$ cat src/verilog/dispatch_pkg.sv
`default_nettype none

package dispatch_pkg;

    localparam int XLEN      = 16;
    localparam int NREG      = 8;
    localparam int REG_W     = 3;
    localparam int ROB_DEPTH = 8;
    localparam int TAG_W     = 3;
    localparam int INSN_W    = 16;

    // bit 3 set means the immediate form
    typedef enum logic [3:0] {
        OP_ADD  = 4'h0,
        OP_SUB  = 4'h1,
        OP_AND  = 4'h2,
        OP_XOR  = 4'h3,
        OP_MUL  = 4'h4,
        OP_ADDI = 4'h8
    } opcode_t;

    typedef enum logic {
        FU_ALU = 1'b0,
        FU_MUL = 1'b1
    } fu_t;

    typedef struct packed {
        opcode_t          opcode;
        logic [REG_W-1:0] rd;
        logic [REG_W-1:0] rs1;
        logic [REG_W-1:0] rs2;
        logic [2:0]       unused;
    } reg_fmt_t;

    typedef struct packed {
        opcode_t          opcode;
        logic [REG_W-1:0] rd;
        logic [REG_W-1:0] rs1;
        logic signed [5:0] imm;
    } imm_fmt_t;

    // same 16 bits, two views
    typedef union packed {
        reg_fmt_t reg_fmt;
        imm_fmt_t imm_fmt;
    } insn_t;

    // value valid when ready, tag valid otherwise
    typedef struct packed {
        logic             ready;
        logic [TAG_W-1:0] tag;
        logic [XLEN-1:0]  value;
    } operand_t;

    typedef struct packed {
        opcode_t          opcode;
        logic [TAG_W-1:0] dest;
        operand_t         a;
        operand_t         b;
    } rs_entry_t;

endpackage

`default_nettype wire

$ cat src/verilog/dispatch_ifs.sv
`timescale 1ns/1ns
`default_nettype none

// dispatcher to one reservation station
interface rs_write_if;
    import dispatch_pkg::*;

    logic      valid;
    rs_entry_t entry;

    modport dispatcher (output valid, output entry);
    modport station    (input valid, input entry);
endinterface

// station to execution unit, fires on req and grant
interface issue_if;
    import dispatch_pkg::*;

    logic             req;
    logic             grant;
    opcode_t          opcode;
    logic [XLEN-1:0]  a;
    logic [XLEN-1:0]  b;
    logic [TAG_W-1:0] tag;

    modport station (
        output req, output opcode, output a, output b, output tag,
        input  grant
    );
    modport unit (
        input  req, input opcode, input a, input b, input tag,
        output grant
    );
endinterface

`default_nettype wire

$ cat src/verilog/reg_rename.sv
`timescale 1ns/1ns
`default_nettype none

module reg_rename (
    input  logic                                                    clk,
    input  logic                                                    arst_n,
    input  logic                                                    rename_en,
    input  logic [dispatch_pkg::REG_W-1:0]                          rename_rd,
    input  logic [dispatch_pkg::TAG_W-1:0]                          rename_tag,
    input  logic                                                    commit_valid,
    input  logic [dispatch_pkg::REG_W-1:0]                          commit_rd,
    input  logic [dispatch_pkg::TAG_W-1:0]                          commit_tag,
    input  logic [dispatch_pkg::XLEN-1:0]                           commit_value,
    output logic [dispatch_pkg::NREG-1:0][dispatch_pkg::XLEN-1:0]  reg_value,
    output logic [dispatch_pkg::NREG-1:0]                           reg_busy,
    output logic [dispatch_pkg::NREG-1:0][dispatch_pkg::TAG_W-1:0] reg_tag
);
    import dispatch_pkg::*;

    logic tag_match;

    // only the youngest writer of a register may retire its rename
    assign tag_match = reg_busy[commit_rd] && (reg_tag[commit_rd] == commit_tag);

    always_ff @(posedge clk or negedge arst_n) begin
        if (!arst_n) begin
            reg_value <= '0;
            reg_busy  <= '0;
            reg_tag   <= '0;
        end else begin
            if (commit_valid && tag_match) begin
                reg_value[commit_rd] <= commit_value;
                reg_busy[commit_rd]  <= 1'b0;
            end
            // new rename overrides a same-cycle commit
            if (rename_en) begin
                reg_busy[rename_rd] <= 1'b1;
                reg_tag[rename_rd]  <= rename_tag;
            end
        end
    end

endmodule

`default_nettype wire

$ cat src/verilog/reorder_buffer.sv
`timescale 1ns/1ns
`default_nettype none

module reorder_buffer (
    input  logic                                                         clk,
    input  logic                                                         arst_n,
    input  logic                                                         alloc,
    input  logic [dispatch_pkg::REG_W-1:0]                               alloc_rd,
    output logic [dispatch_pkg::TAG_W-1:0]                               alloc_tag,
    output logic                                                         rob_full,
    input  logic                                                         cdb_valid,
    input  logic [dispatch_pkg::TAG_W-1:0]                               cdb_tag,
    input  logic [dispatch_pkg::XLEN-1:0]                                cdb_value,
    output logic [dispatch_pkg::ROB_DEPTH-1:0]                           rob_done,
    output logic [dispatch_pkg::ROB_DEPTH-1:0][dispatch_pkg::XLEN-1:0]  rob_value,
    output logic                                                         commit_valid,
    output logic [dispatch_pkg::REG_W-1:0]                               commit_rd,
    output logic [dispatch_pkg::TAG_W-1:0]                               commit_tag,
    output logic [dispatch_pkg::XLEN-1:0]                                commit_value
);
    import dispatch_pkg::*;

    logic [TAG_W-1:0]                head;
    logic [TAG_W-1:0]                tail;
    logic [TAG_W:0]                  count;
    logic [ROB_DEPTH-1:0][REG_W-1:0] rd_q;
    logic                            do_commit;

    assign alloc_tag = tail;
    assign rob_full  = (count == (TAG_W+1)'(ROB_DEPTH));
    // done bits stay set after commit, so the count guards the head
    assign do_commit = (count != '0) && rob_done[head];

    always_ff @(posedge clk or negedge arst_n) begin
        if (!arst_n) begin
            head         <= '0;
            tail         <= '0;
            count        <= '0;
            rob_done     <= '0;
            commit_valid <= 1'b0;
        end else begin
            commit_valid <= do_commit;
            if (alloc) begin
                rob_done[tail] <= 1'b0;
                tail           <= tail + 1'b1;
            end
            if (cdb_valid) begin
                rob_done[cdb_tag] <= 1'b1;
            end
            if (do_commit) begin
                head <= head + 1'b1;
            end
            case ({alloc, do_commit})
                2'b10:   count <= count + 1'b1;
                2'b01:   count <= count - 1'b1;
                default: count <= count;
            endcase
        end
    end

    always_ff @(posedge clk) begin
        if (alloc) begin
            rd_q[tail] <= alloc_rd;
        end
        if (cdb_valid) begin
            rob_value[cdb_tag] <= cdb_value;
        end
        if (do_commit) begin
            commit_rd    <= rd_q[head];
            commit_tag   <= head;
            commit_value <= rob_value[head];
        end
    end

endmodule

`default_nettype wire

$ cat src/verilog/reservation_station.sv
`timescale 1ns/1ns
`default_nettype none

module reservation_station #(
    parameter int RS_DEPTH = 2
) (
    input  logic                           clk,
    input  logic                           arst_n,
    rs_write_if.station                    wr,
    input  logic                           cdb_valid,
    input  logic [dispatch_pkg::TAG_W-1:0] cdb_tag,
    input  logic [dispatch_pkg::XLEN-1:0]  cdb_value,
    issue_if.station                       iss,
    output logic                           credit
);
    import dispatch_pkg::*;

    localparam int IDX_W = (RS_DEPTH > 1) ? $clog2(RS_DEPTH) : 1;

    rs_entry_t [RS_DEPTH-1:0] slot;
    logic [RS_DEPTH-1:0]      used;
    logic [IDX_W-1:0]         free_idx;
    logic [IDX_W-1:0]         iss_idx;
    logic                     any_rdy;
    logic                     fire;

    // lowest free slot and lowest ready slot, scanned downward
    always_comb begin
        free_idx = '0;
        iss_idx  = '0;
        any_rdy  = 1'b0;
        for (int i = RS_DEPTH - 1; i >= 0; i--) begin
            if (!used[i]) begin
                free_idx = IDX_W'(i);
            end
            if (used[i] && slot[i].a.ready && slot[i].b.ready) begin
                iss_idx = IDX_W'(i);
                any_rdy = 1'b1;
            end
        end
    end

    assign iss.req    = any_rdy;
    assign iss.opcode = slot[iss_idx].opcode;
    assign iss.a      = slot[iss_idx].a.value;
    assign iss.b      = slot[iss_idx].b.value;
    assign iss.tag    = slot[iss_idx].dest;
    assign fire       = iss.req && iss.grant;

    always_ff @(posedge clk or negedge arst_n) begin
        if (!arst_n) begin
            used   <= '0;
            credit <= 1'b0;
        end else begin
            credit <= fire;
            if (fire) begin
                used[iss_idx] <= 1'b0;
            end
            if (wr.valid) begin
                used[free_idx] <= 1'b1;
            end
        end
    end

    // wakeup of waiting operands from the CDB
    always_ff @(posedge clk) begin
        for (int i = 0; i < RS_DEPTH; i++) begin
            if (cdb_valid && !slot[i].a.ready && (slot[i].a.tag == cdb_tag)) begin
                slot[i].a.ready <= 1'b1;
                slot[i].a.value <= cdb_value;
            end
            if (cdb_valid && !slot[i].b.ready && (slot[i].b.tag == cdb_tag)) begin
                slot[i].b.ready <= 1'b1;
                slot[i].b.value <= cdb_value;
            end
        end
        if (wr.valid) begin
            slot[free_idx] <= wr.entry;
        end
    end

endmodule

`default_nettype wire

$ cat src/verilog/exec_cluster.sv
`timescale 1ns/1ns
`default_nettype none

module exec_cluster (
    input  logic                           clk,
    input  logic                           arst_n,
    issue_if.unit                          alu_iss,
    issue_if.unit                          mul_iss,
    output logic                           cdb_valid,
    output logic [dispatch_pkg::TAG_W-1:0] cdb_tag,
    output logic [dispatch_pkg::XLEN-1:0]  cdb_value
);
    import dispatch_pkg::*;

    opcode_t          sel_op;
    logic [XLEN-1:0]  sel_a;
    logic [XLEN-1:0]  sel_b;
    logic [TAG_W-1:0] sel_tag;
    logic [XLEN-1:0]  result;
    logic             mul_fire;

    // fixed priority, ALU first
    assign alu_iss.grant = 1'b1;
    assign mul_iss.grant = !alu_iss.req;
    assign mul_fire      = mul_iss.req && mul_iss.grant;

    always_comb begin
        if (alu_iss.req) begin
            sel_op  = alu_iss.opcode;
            sel_a   = alu_iss.a;
            sel_b   = alu_iss.b;
            sel_tag = alu_iss.tag;
        end else begin
            sel_op  = mul_iss.opcode;
            sel_a   = mul_iss.a;
            sel_b   = mul_iss.b;
            sel_tag = mul_iss.tag;
        end
        case (sel_op)
            OP_SUB:  result = sel_a - sel_b;
            OP_AND:  result = sel_a & sel_b;
            OP_XOR:  result = sel_a ^ sel_b;
            // low half of the product only
            OP_MUL:  result = sel_a * sel_b;
            default: result = sel_a + sel_b;
        endcase
    end

    always_ff @(posedge clk or negedge arst_n) begin
        if (!arst_n) begin
            cdb_valid <= 1'b0;
        end else begin
            cdb_valid <= alu_iss.req || mul_fire;
        end
    end

    always_ff @(posedge clk) begin
        cdb_tag   <= sel_tag;
        cdb_value <= result;
    end

endmodule

`default_nettype wire

$ cat src/verilog/dispatcher.sv
`timescale 1ns/1ns
`default_nettype none

module dispatcher #(
    parameter int RS_DEPTH = 2
) (
    input  logic                                                         clk,
    input  logic                                                         arst_n,
    input  logic                                                         insn_valid,
    input  dispatch_pkg::insn_t                                          insn,
    output logic                                                         insn_ready,
    input  logic                                                         rob_full,
    input  logic [dispatch_pkg::TAG_W-1:0]                               alloc_tag,
    input  logic [dispatch_pkg::ROB_DEPTH-1:0]                           rob_done,
    input  logic [dispatch_pkg::ROB_DEPTH-1:0][dispatch_pkg::XLEN-1:0]  rob_value,
    output logic                                                         alloc,
    output logic [dispatch_pkg::REG_W-1:0]                               alloc_rd,
    input  logic [dispatch_pkg::NREG-1:0][dispatch_pkg::XLEN-1:0]       reg_value,
    input  logic [dispatch_pkg::NREG-1:0]                                reg_busy,
    input  logic [dispatch_pkg::NREG-1:0][dispatch_pkg::TAG_W-1:0]      reg_tag,
    output logic                                                         rename_en,
    output logic [dispatch_pkg::REG_W-1:0]                               rename_rd,
    output logic [dispatch_pkg::TAG_W-1:0]                               rename_tag,
    input  logic                                                         cdb_valid,
    input  logic [dispatch_pkg::TAG_W-1:0]                               cdb_tag,
    input  logic [dispatch_pkg::XLEN-1:0]                                cdb_value,
    input  logic                                                         credit_alu,
    input  logic                                                         credit_mul,
    rs_write_if.dispatcher                                               alu_wr,
    rs_write_if.dispatcher                                               mul_wr
);
    import dispatch_pkg::*;

    localparam int CRED_W = $clog2(RS_DEPTH + 1);

    opcode_t               op;
    fu_t                   fu;
    logic [XLEN-1:0]       imm_ext;
    operand_t              src_a;
    operand_t              src_b;
    logic                  accept;
    logic [1:0]            wr_sel;
    logic [1:0]            ret;
    logic [1:0][CRED_W-1:0] credits;

    // register file, then CDB, then ROB, otherwise wait on the tag
    function automatic operand_t lookup(input logic [REG_W-1:0] r);
        operand_t opnd;
        opnd.tag   = reg_tag[r];
        opnd.ready = 1'b1;
        if (!reg_busy[r]) begin
            opnd.value = reg_value[r];
        end else if (cdb_valid && (cdb_tag == reg_tag[r])) begin
            opnd.value = cdb_value;
        end else if (rob_done[reg_tag[r]]) begin
            opnd.value = rob_value[reg_tag[r]];
        end else begin
            opnd.ready = 1'b0;
            opnd.value = '0;
        end
        return opnd;
    endfunction

    assign op      = insn.reg_fmt.opcode;
    assign fu      = (op == OP_MUL) ? FU_MUL : FU_ALU;
    assign imm_ext = {{(XLEN-6){insn.imm_fmt.imm[5]}}, insn.imm_fmt.imm};

    always_comb begin
        src_a = lookup(insn.reg_fmt.rs1);
        if (op[3]) begin
            src_b = '{ready: 1'b1, tag: '0, value: imm_ext};
        end else begin
            src_b = lookup(insn.reg_fmt.rs2);
        end
    end

    // stall on a full ROB or an empty credit counter
    assign insn_ready = !rob_full && (credits[fu] != '0);
    assign accept     = insn_valid && insn_ready;

    assign alloc      = accept;
    assign alloc_rd   = insn.reg_fmt.rd;
    assign rename_en  = accept;
    assign rename_rd  = insn.reg_fmt.rd;
    assign rename_tag = alloc_tag;

    assign wr_sel[FU_ALU] = accept && (fu == FU_ALU);
    assign wr_sel[FU_MUL] = accept && (fu == FU_MUL);
    assign ret[FU_ALU]    = credit_alu;
    assign ret[FU_MUL]    = credit_mul;

    assign alu_wr.valid = wr_sel[FU_ALU];
    assign alu_wr.entry = '{opcode: op, dest: alloc_tag, a: src_a, b: src_b};
    assign mul_wr.valid = wr_sel[FU_MUL];
    assign mul_wr.entry = '{opcode: op, dest: alloc_tag, a: src_a, b: src_b};

    // one write and one return may meet in the same cycle
    always_ff @(posedge clk or negedge arst_n) begin
        if (!arst_n) begin
            for (int i = 0; i < 2; i++) begin
                credits[i] <= CRED_W'(RS_DEPTH);
            end
        end else begin
            for (int i = 0; i < 2; i++) begin
                credits[i] <= credits[i] + CRED_W'(ret[i]) - CRED_W'(wr_sel[i]);
            end
        end
    end

endmodule

`default_nettype wire

$ cat src/verilog/dispatch_core.sv
`timescale 1ns/1ns
`default_nettype none

module dispatch_core #(
    parameter int RS_DEPTH = 2
) (
    input  logic                            clk,
    input  logic                            arst_n,
    input  logic                            insn_valid,
    input  logic [dispatch_pkg::INSN_W-1:0] insn,
    output logic                            insn_ready,
    output logic                            commit_valid,
    output logic [dispatch_pkg::REG_W-1:0]  commit_rd,
    output logic [dispatch_pkg::XLEN-1:0]   commit_value
);
    import dispatch_pkg::*;

    logic                            alloc;
    logic [REG_W-1:0]                alloc_rd;
    logic [TAG_W-1:0]                alloc_tag;
    logic                            rob_full;
    logic [ROB_DEPTH-1:0]            rob_done;
    logic [ROB_DEPTH-1:0][XLEN-1:0]  rob_value;
    logic [NREG-1:0][XLEN-1:0]       reg_value;
    logic [NREG-1:0]                 reg_busy;
    logic [NREG-1:0][TAG_W-1:0]      reg_tag;
    logic                            rename_en;
    logic [REG_W-1:0]                rename_rd;
    logic [TAG_W-1:0]                rename_tag;
    logic [TAG_W-1:0]                commit_tag;
    logic                            cdb_valid;
    logic [TAG_W-1:0]                cdb_tag;
    logic [XLEN-1:0]                 cdb_value;
    logic                            credit_alu;
    logic                            credit_mul;

    rs_write_if alu_wr ();
    rs_write_if mul_wr ();
    issue_if    alu_iss ();
    issue_if    mul_iss ();

    reg_rename rename0 (
        .clk, .arst_n, .rename_en, .rename_rd, .rename_tag,
        .commit_valid, .commit_rd, .commit_tag, .commit_value,
        .reg_value, .reg_busy, .reg_tag
    );

    reorder_buffer rob0 (
        .clk, .arst_n, .alloc, .alloc_rd, .alloc_tag, .rob_full,
        .cdb_valid, .cdb_tag, .cdb_value, .rob_done, .rob_value,
        .commit_valid, .commit_rd, .commit_tag, .commit_value
    );

    dispatcher #(.RS_DEPTH(RS_DEPTH)) disp0 (
        .clk, .arst_n, .insn_valid, .insn(insn_t'(insn)), .insn_ready,
        .rob_full, .alloc_tag, .rob_done, .rob_value, .alloc, .alloc_rd,
        .reg_value, .reg_busy, .reg_tag, .rename_en, .rename_rd, .rename_tag,
        .cdb_valid, .cdb_tag, .cdb_value, .credit_alu, .credit_mul,
        .alu_wr(alu_wr.dispatcher), .mul_wr(mul_wr.dispatcher)
    );

    reservation_station #(.RS_DEPTH(RS_DEPTH)) rs_alu (
        .clk, .arst_n, .wr(alu_wr.station), .cdb_valid, .cdb_tag, .cdb_value,
        .iss(alu_iss.station), .credit(credit_alu)
    );

    reservation_station #(.RS_DEPTH(RS_DEPTH)) rs_mul (
        .clk, .arst_n, .wr(mul_wr.station), .cdb_valid, .cdb_tag, .cdb_value,
        .iss(mul_iss.station), .credit(credit_mul)
    );

    exec_cluster exec0 (
        .clk, .arst_n, .alu_iss(alu_iss.unit), .mul_iss(mul_iss.unit),
        .cdb_valid, .cdb_tag, .cdb_value
    );

endmodule

`default_nettype wire

$ cat config.mk
export PLATFORM = sky130hd
export DESIGN_NAME = dispatch_core
export DESIGN_NICKNAME = d
export VERILOG_FILES = /design/src/verilog/dispatch_pkg.sv /design/src/verilog/dispatch_ifs.sv /design/src/verilog/reg_rename.sv /design/src/verilog/reorder_buffer.sv /design/src/verilog/reservation_station.sv /design/src/verilog/exec_cluster.sv /design/src/verilog/dispatcher.sv /design/src/verilog/dispatch_core.sv
export SDC_FILE = /design/constraint.sdc
export NUM_CORES = 2
export LEC_CHECK = 0
export ABC_AREA = 0
export BUFFER_PORTS_ARGS = -buffer_cell sky130_fd_sc_hd__buf_2
export CORE_UTILIZATION = 60
export CTS_BUF_LIST = sky130_fd_sc_hd__clkbuf_4 sky130_fd_sc_hd__clkbuf_8
export DETAILED_ROUTE_END_ITERATION = 12
export GPL_ROUTABILITY_DRIVEN = 1
export PLACE_DENSITY = 0.76
export SYNTH_ARGS = -nofsm -noshare
export SYNTH_HDL_FRONTEND = slang
export SYNTH_HIERARCHICAL = 1
export SYNTH_SLANG_ARGS = --single-unit
$ cat constraint.sdc
create_clock -name clk -period 8.07 [get_ports clk]
set_clock_uncertainty 0.2 [all_clocks]
set_input_delay 1.614 -clock clk [delete_from_list [all_inputs] [get_ports clk]]
set_output_delay 1.614 -clock clk [all_outputs]
set_load 0.1 [all_outputs]
### Yosys cells after proc, flatten, opt, wreduce, memory -nomap -nowiden

Index checks and enable logic that the tools add are counted.

| operators by class | value |
|---|---|
| $add $sub $neg | 10 |
| multiply operators | 1 |
| magnitude comparators | 22 |
| eq/ne operators | 19 |
| multiplexer cells | 126 |
| bitwise logic cells | 15 |
| reduce and logical (&&, ||, !) cells | 56 |

Operator list:

| kind | count |
|---|---|
| 2-to-1 mux 16 bit | 23 |
| 2-to-1 mux 47 bit | 6 |
| bitwise mux 128 bit | 2 |
| binary-select mux 16 bit (select 3 bit) | 5 |
| bitwise mux 94 bit | 2 |
| 2-to-1 mux 87 bit | 2 |
| demux 16 bit (select 3 bit) | 2 |
| demux 47 bit (select 1 bit) | 2 |
| one-hot mux 16 bit (4 select lines) | 1 |
| bitwise mux 24 bit | 2 |
| logical AND 1 bit | 42 |
| 2-to-1 mux 1 bit | 39 |
| binary-select mux 3 bit (select 3 bit) | 4 |
| less-than comparator 3 x 4 -> 1 bit (second input constant) | 9 |
| equality test 3 bit | 11 |
| 2-to-1 mux 8 bit | 4 |
| 2-to-1 mux 3 bit | 7 |
| 2-to-1 mux 20 bit | 1 |
| binary-select mux 1 bit (select 3 bit) | 6 |
| demux 3 bit (select 3 bit) | 2 |
| adder 16 bit | 1 |
| AND 16 bit | 1 |
| AND 8 bit | 2 |
| multiplier 16 x 16 -> 16 bit | 1 |
| 31 further kinds | 72 |

| word-level totals | value |
|---|---|
| register bits after elaboration | 571 |
| input port bits | 19 |
| output and inout port bits | 21 |
| logic and storage cells | 331 |

### Longest topological paths before layout

| logic depth | value |
|---|---|
| word-level depth | 13 |
| mapped depth | 27 |
| depth with buffers taken out | 25 |

### Cells and area by module

Netlist, hierarchy kept.

Modules (own cells, without submodules):

| module | instances | cells each | area an instance (µm²) | sequential area each (µm²) |
|---|---|---|---|---|
| reservation_station | 2 | 400 | 4306.6 | 2217.1 |
| reorder_buffer | 1 | 352 | 7547.2 | 5700.5 |
| reg_rename | 1 | 408 | 6667.6 | 4003.8 |
| dispatcher | 1 | 679 | 6432.4 | 102.6 |
| exec_cluster | 1 | 767 | 6432.4 | 405.4 |

### Worst setup path after synthesis

No wires, ideal clock.

| timing | value |
|---|---|
| kind | reg2reg |
| start point | reg rs_alu.used[1] |
| end point | reg exec0/cdb_value[15] (netlist bit) |
| library setup time | 130 ps |
| arrival | 6308 ps |
| required time | 7740 ps |
| slack | 1432 ps |
| stages on the path, launching flop included | 26 |
| buffers on the path | 2 |
| clock period less this slack | 6638 ps |
| cell sequence | dfrtp_1 -> nand3_1 -> nand2b_1 -> buf_2 -> mux2_2 -> mux2i_2 -> inv_2 -> clkbuf_1 -> and2_1 -> fa_1 -> inv_1 -> fa_1 -> inv_1 -> fa_1 -> fa_1 -> inv_1 -> fa_1 -> fa_1 -> xor2_1 -> xnor2_1 -> xnor2_1 -> xnor2_1 -> xnor3_1 -> xnor2_1 -> xnor2_1 -> o32ai_2 |

| between the ends | value |
|---|---|
| cells in the longest elaborated chain, start to end | 9 |
| elaborated cells on any way between the ends | 20 |
| those cells by class | 2 x add/sub; 1 x mul; 4 x eq/ne; 9 x mux; 2 x bitwise; 2 x reduce/logical |

Ends and longest elaborated chain:

| element | line | RTL |
|---|---|---|
| start, declared | reservation_station.sv:21 | `logic [RS_DEPTH-1:0] used;` |
| start signal, assigned | reservation_station.sv:52 | `used <= '0;` |
| start signal, assigned by index | reservation_station.sv:57 | `used[iss_idx] <= 1'b0;` |
| start signal, assigned by index | reservation_station.sv:60 | `used[free_idx] <= 1'b1;` |
| logical AND 1 bit * (2 in series) | reservation_station.sv:36 | `if (used[i] && slot[i].a.ready && slot[i].b.ready) begin` |
| 2-to-1 mux 1 bit * (2 in series) | reservation_station.sv:36 |  |
| 2-to-1 mux 47 bit (implied by the code) * (2 in series) | reservation_station.sv:44 | `assign iss.opcode = slot[iss_idx].opcode;` |
| net alu_iss.b[2] | dispatch_ifs.sv:23 | `logic [XLEN-1:0] b;` |
| 2-to-1 mux 16 bit * | exec_cluster.sv:28 | `if (alu_iss.req) begin` |
| multiplier 16 x 16 -> 16 bit, or another cell as far along | exec_cluster.sv:44 | `OP_MUL: result = sel_a * sel_b;` |
| one-hot mux 16 bit (4 select lines) * | exec_cluster.sv:39 | `case (sel_op)` |
| net exec0.result[15] | exec_cluster.sv:19 | `logic [XLEN-1:0] result;` |
| end signal, assigned | exec_cluster.sv:59 | `cdb_value <= result;` |
| end, declared | exec_cluster.sv:11 | `output logic [dispatch_pkg::XLEN-1:0] cdb_value` |

The timed path passes the listed nets; every way through them passes the cells marked *. The select of a mux whose other input is x is not followed.
A chain may end at the register's enable or synchronous reset.

### Worst setup path after layout

| timing | value |
|---|---|
| start point | reg rs_mul.used[0] |
| end point | reg exec0/cdb_value[15] (netlist bit) |

| between the ends | value |
|---|---|
| cells in the longest elaborated chain, start to end | 8 |
| elaborated cells on any way between the ends | 18 |
| those cells by class | 2 x add/sub; 1 x mul; 4 x eq/ne; 7 x mux; 2 x bitwise; 2 x reduce/logical |

Ends and longest elaborated chain:

| element | line | RTL |
|---|---|---|
| start, declared | reservation_station.sv:21 |  |
| start signal, assigned | reservation_station.sv:52 |  |
| start signal, assigned by index | reservation_station.sv:57 |  |
| start signal, assigned by index | reservation_station.sv:60 |  |
| logical AND 1 bit * (2 in series) | reservation_station.sv:36 |  |
| 2-to-1 mux 1 bit * | reservation_station.sv:36 |  |
| 2-to-1 mux 47 bit (implied by the code) * (2 in series) | reservation_station.sv:44 |  |
| net mul_iss.a[7] | dispatch_ifs.sv:22 | `logic [XLEN-1:0] a;` |
| 2-to-1 mux 16 bit * | exec_cluster.sv:28 |  |
| multiplier 16 x 16 -> 16 bit, or another cell as far along | exec_cluster.sv:44 |  |
| one-hot mux 16 bit (4 select lines) * | exec_cluster.sv:39 |  |
| net exec0.result[15] | exec_cluster.sv:19 |  |

Marks and branches as above.

==> impl_metrics.toml <==
[worst_setup_path]
required_ns = 8.41
rr_endpoint = "exec0/cdb_value[15]"
r2r_setup_slack_ns = 0.69
r2r_start = "rs_mul/used[0]"
critPathCaptureType = "register"
crit_fanout = 13
r2r_cells = 24
crit_type = "register to register"
cp.arrival_ns = 7.71
critPathLaunchType = "register"

[run_status]
outcome = "complete, no violations"

[global_route]
grt-ovfl-total = 0
grtUsageMet2 = 0.536
gr-max-usage-layer = "met2"
grt_start_max_net_pins = 104
use_met3 = 0.0493
grt_pass1_vias = 25500
antenna_found_initial = 0
track_usage = 0.327
use_met1 = 0.439
grt_pass1_wl_um = 151000

[sta]
fin_crit_sh = 0.914
postLayoutSetupSlackWorst_ns = 0.693
hold_violations = 0
max_slew_margin = 0.175
tightest_slew_ns = 1.23
whs_ns = 0.289
fmax_mhz = 136
setup_viol = 0
period_needed_ns = 7.38
final_max_slew_viol_count = 0
fin_tns_setup_ns = 0
rsz0062_at_grt = "no"

[place]
gp_congestion = 0.960
placed_area_sq_mm = 0.0360
portBuffers = 39
dp_hpwl_um = 67300
pre_cts_slack_ns = 0.780

[drt]
ant_nets = 0
route.detailed.drc = 0
routed_wl_um = 97300
routed_via_density = 6.42
vias = 24700
dr.pass1.iters = 6
post_drt_wl_per_cell_um = 25.3
first_iter_violations = 2548

[floorplan]
die_w_um = 246
io_pins = 40
start_util = 0.606
dieArea_sq_mm = 0.0605
die_y_um = 246
core_area_sq_mm = 0.0589
rows = 89

[synth]
syn_inst = 3006
ys_ff_latch = 571
ys_types = 102
synth-edff-count = 226
seq_area_frac_synth = 0.410
yosysWarnings = 6
synth_fp_nets = 3196
ys.flop_type = "edfxtp_1"
synth_area_sq_mm = 0.0357
avgSynthCellArea_sq_um = 11.9
async_flop_share = 0.333

[layout]
layout.cells.most_common = "mux2i_1"
diodes = 0
fin_area_sq_mm = 0.0381
fillers = 4462
nNetsFinal = 3176
most-common-layout-cells = "mux2i_1 (370), nand2_1 (250), edfxtp_1 (226)"
syn_to_final_growth_pct = 6.73
drive_above_1_share = 0.223

[clock_network]
cts.sinks = 571
cts_tree = "done"
cts.clk_slew.worst_paths_ns = 0.06
cts_inserted_buffers = 96
htree_levels = 3
cts_hold_buffers = 0
post_cts_resized = 0
clock_path_buffers = 3
root_buffer = "clkbuf_8"
post_cts_buffers = 0
clk_latency_ns = 0.72

[worst_hold_path]
min_path_type = "register to register"
hp-start = "rs_mul/credit"
worst_hold_path.endpoint = "disp0/credits[2]"
min_path_cells = 1

[run]
drv_cap = 0
[layout make-up]
type | instances | area, sq um | area share
clock buffer | 142 | 1780 | 0.0467
tap | 773 | 967 | 0.0254
timing repair buffer | 107 | 727 | 0.0191
clock inverter | 39 | 334 | 0.00877
inverter | 187 | 706 | 0.0185
sequential | 571 | 14600 | 0.385
multi-input combinational | 2023 | 18900 | 0.497
[stage by stage]
step / std cells / utilization
2_1_floorplan: 3006 / -
3_3_place_gp: 3661 / 0.611
3_5_place_dp: 3661 / 0.611
4_1_cts: 3842 / 0.647
5_1_grt: 3842 / 0.647
6_report: 3842 / 0.647
[state kept, by name, summed over array words and instances (netlist names), 4 cells and up]
signal             count
rs_mul/slot           94
rob0/rob_value       128
rob0/count             4
rob0/commit_value     16
rename0/reg_busy       8
exec0/cdb_value       16
rename0/reg_value    128
rs_alu/slot           94
rob0/rob_done          8
rename0/reg_tag       24
rob0/rd_q             24
disp0/credits          4
[critical path: stages, from the launching register on]
cell and delay, ns:
dfrtp_1 0.43, nand3_1 0.18, nand2b_2 0.41, buf_4 0.30, mux2_2 0.36, mux2i_1 0.29
inv_1 0.17, ha_1 0.22, inv_1 0.09, fa_1 0.42, fa_1 0.52, inv_1 0.05
fa_1 0.49, fa_1 0.49, inv_1 0.05, fa_1 0.51, fa_1 0.42, xor2_1 0.16
xnor2_1 0.14, xnor2_1 0.22, xnor2_1 0.15, xnor3_1 0.48, xnor2_1 0.16, xnor2_1 0.19
o32ai_2 0.11
[how the worst max path moves through the flow]
stage	startpoint	endpoint	slack (ns)	cells past startpoint
floorplan	rs_alu/used[1]	exec0/cdb_value[15]	1.43	25
global placement	rs_mul/used[0]	exec0/cdb_value[15]	0.86	23
detailed placement	rs_mul/used[0]	exec0/cdb_value[15]	0.78	23
CTS	rs_mul/used[0]	exec0/cdb_value[15]	0.71	23
global route	rs_mul/used[0]	exec0/cdb_value[15]	0.42	23
finish	rs_mul/used[0]	exec0/cdb_value[15]	0.69	24
[cell families (layout without fill, tap and decap cells)]
kind of cell	Yosys count	count (layout)	share of synthesized area
buf+inv	412	475	0.0609
fa+ha+maj	171	171	0.0770
simple gates	583	583	0.0779
xor+xnor	107	107	0.0271
mux	762	762	0.273
flops	571	571	0.410
other cells	1	1	0.000105
compound gates	399	399	0.0735
[metal layers]
layer / vias up / wire [um] / share of wire
met5: - / 0 / 0
met4: 0 / 3280 / 0.034
met3: 230 / 7340 / 0.075
met2: 1148 / 46600 / 0.48
met1: 12400 / 40100 / 0.41
li1: 10800 / - / -
[Yosys cell counts, types with 28 or more instances]
| cell | instances | area [sq um] |
|---|---|---|
| nand2_1 | 251 | 942 |
| o21ai_0 | 152 | 761 |
| nor2_1 | 146 | 548 |
| clkbuf_1 | 64 | 240 |
| mux2_4 | 40 | 601 |
| a22oi_1 | 33 | 248 |
| buf_6 | 29 | 327 |
| dfrtp_1 | 188 | 4700 |
| buf_2 | 38 | 190 |
| buf_4 | 81 | 608 |
| dfxtp_1 | 155 | 3100 |
| mux2_1 | 28 | 315 |
| a21oi_1 | 52 | 260 |
| inv_1 | 170 | 638 |
| xnor2_1 | 77 | 674 |
| fa_1 | 81 | 1620 |
| mux2i_1 | 370 | 3700 |
| nand3_1 | 43 | 215 |
| mux2_2 | 200 | 2250 |
| mux4_2 | 76 | 1710 |
| ha_1 | 90 | 1130 |
| edfxtp_1 | 226 | 6790 |
| mux4_1 | 35 | 920 |
Power is not shown: default switching activity piles up to over one toggle a cycle in this logic, so the estimate is an artifact.
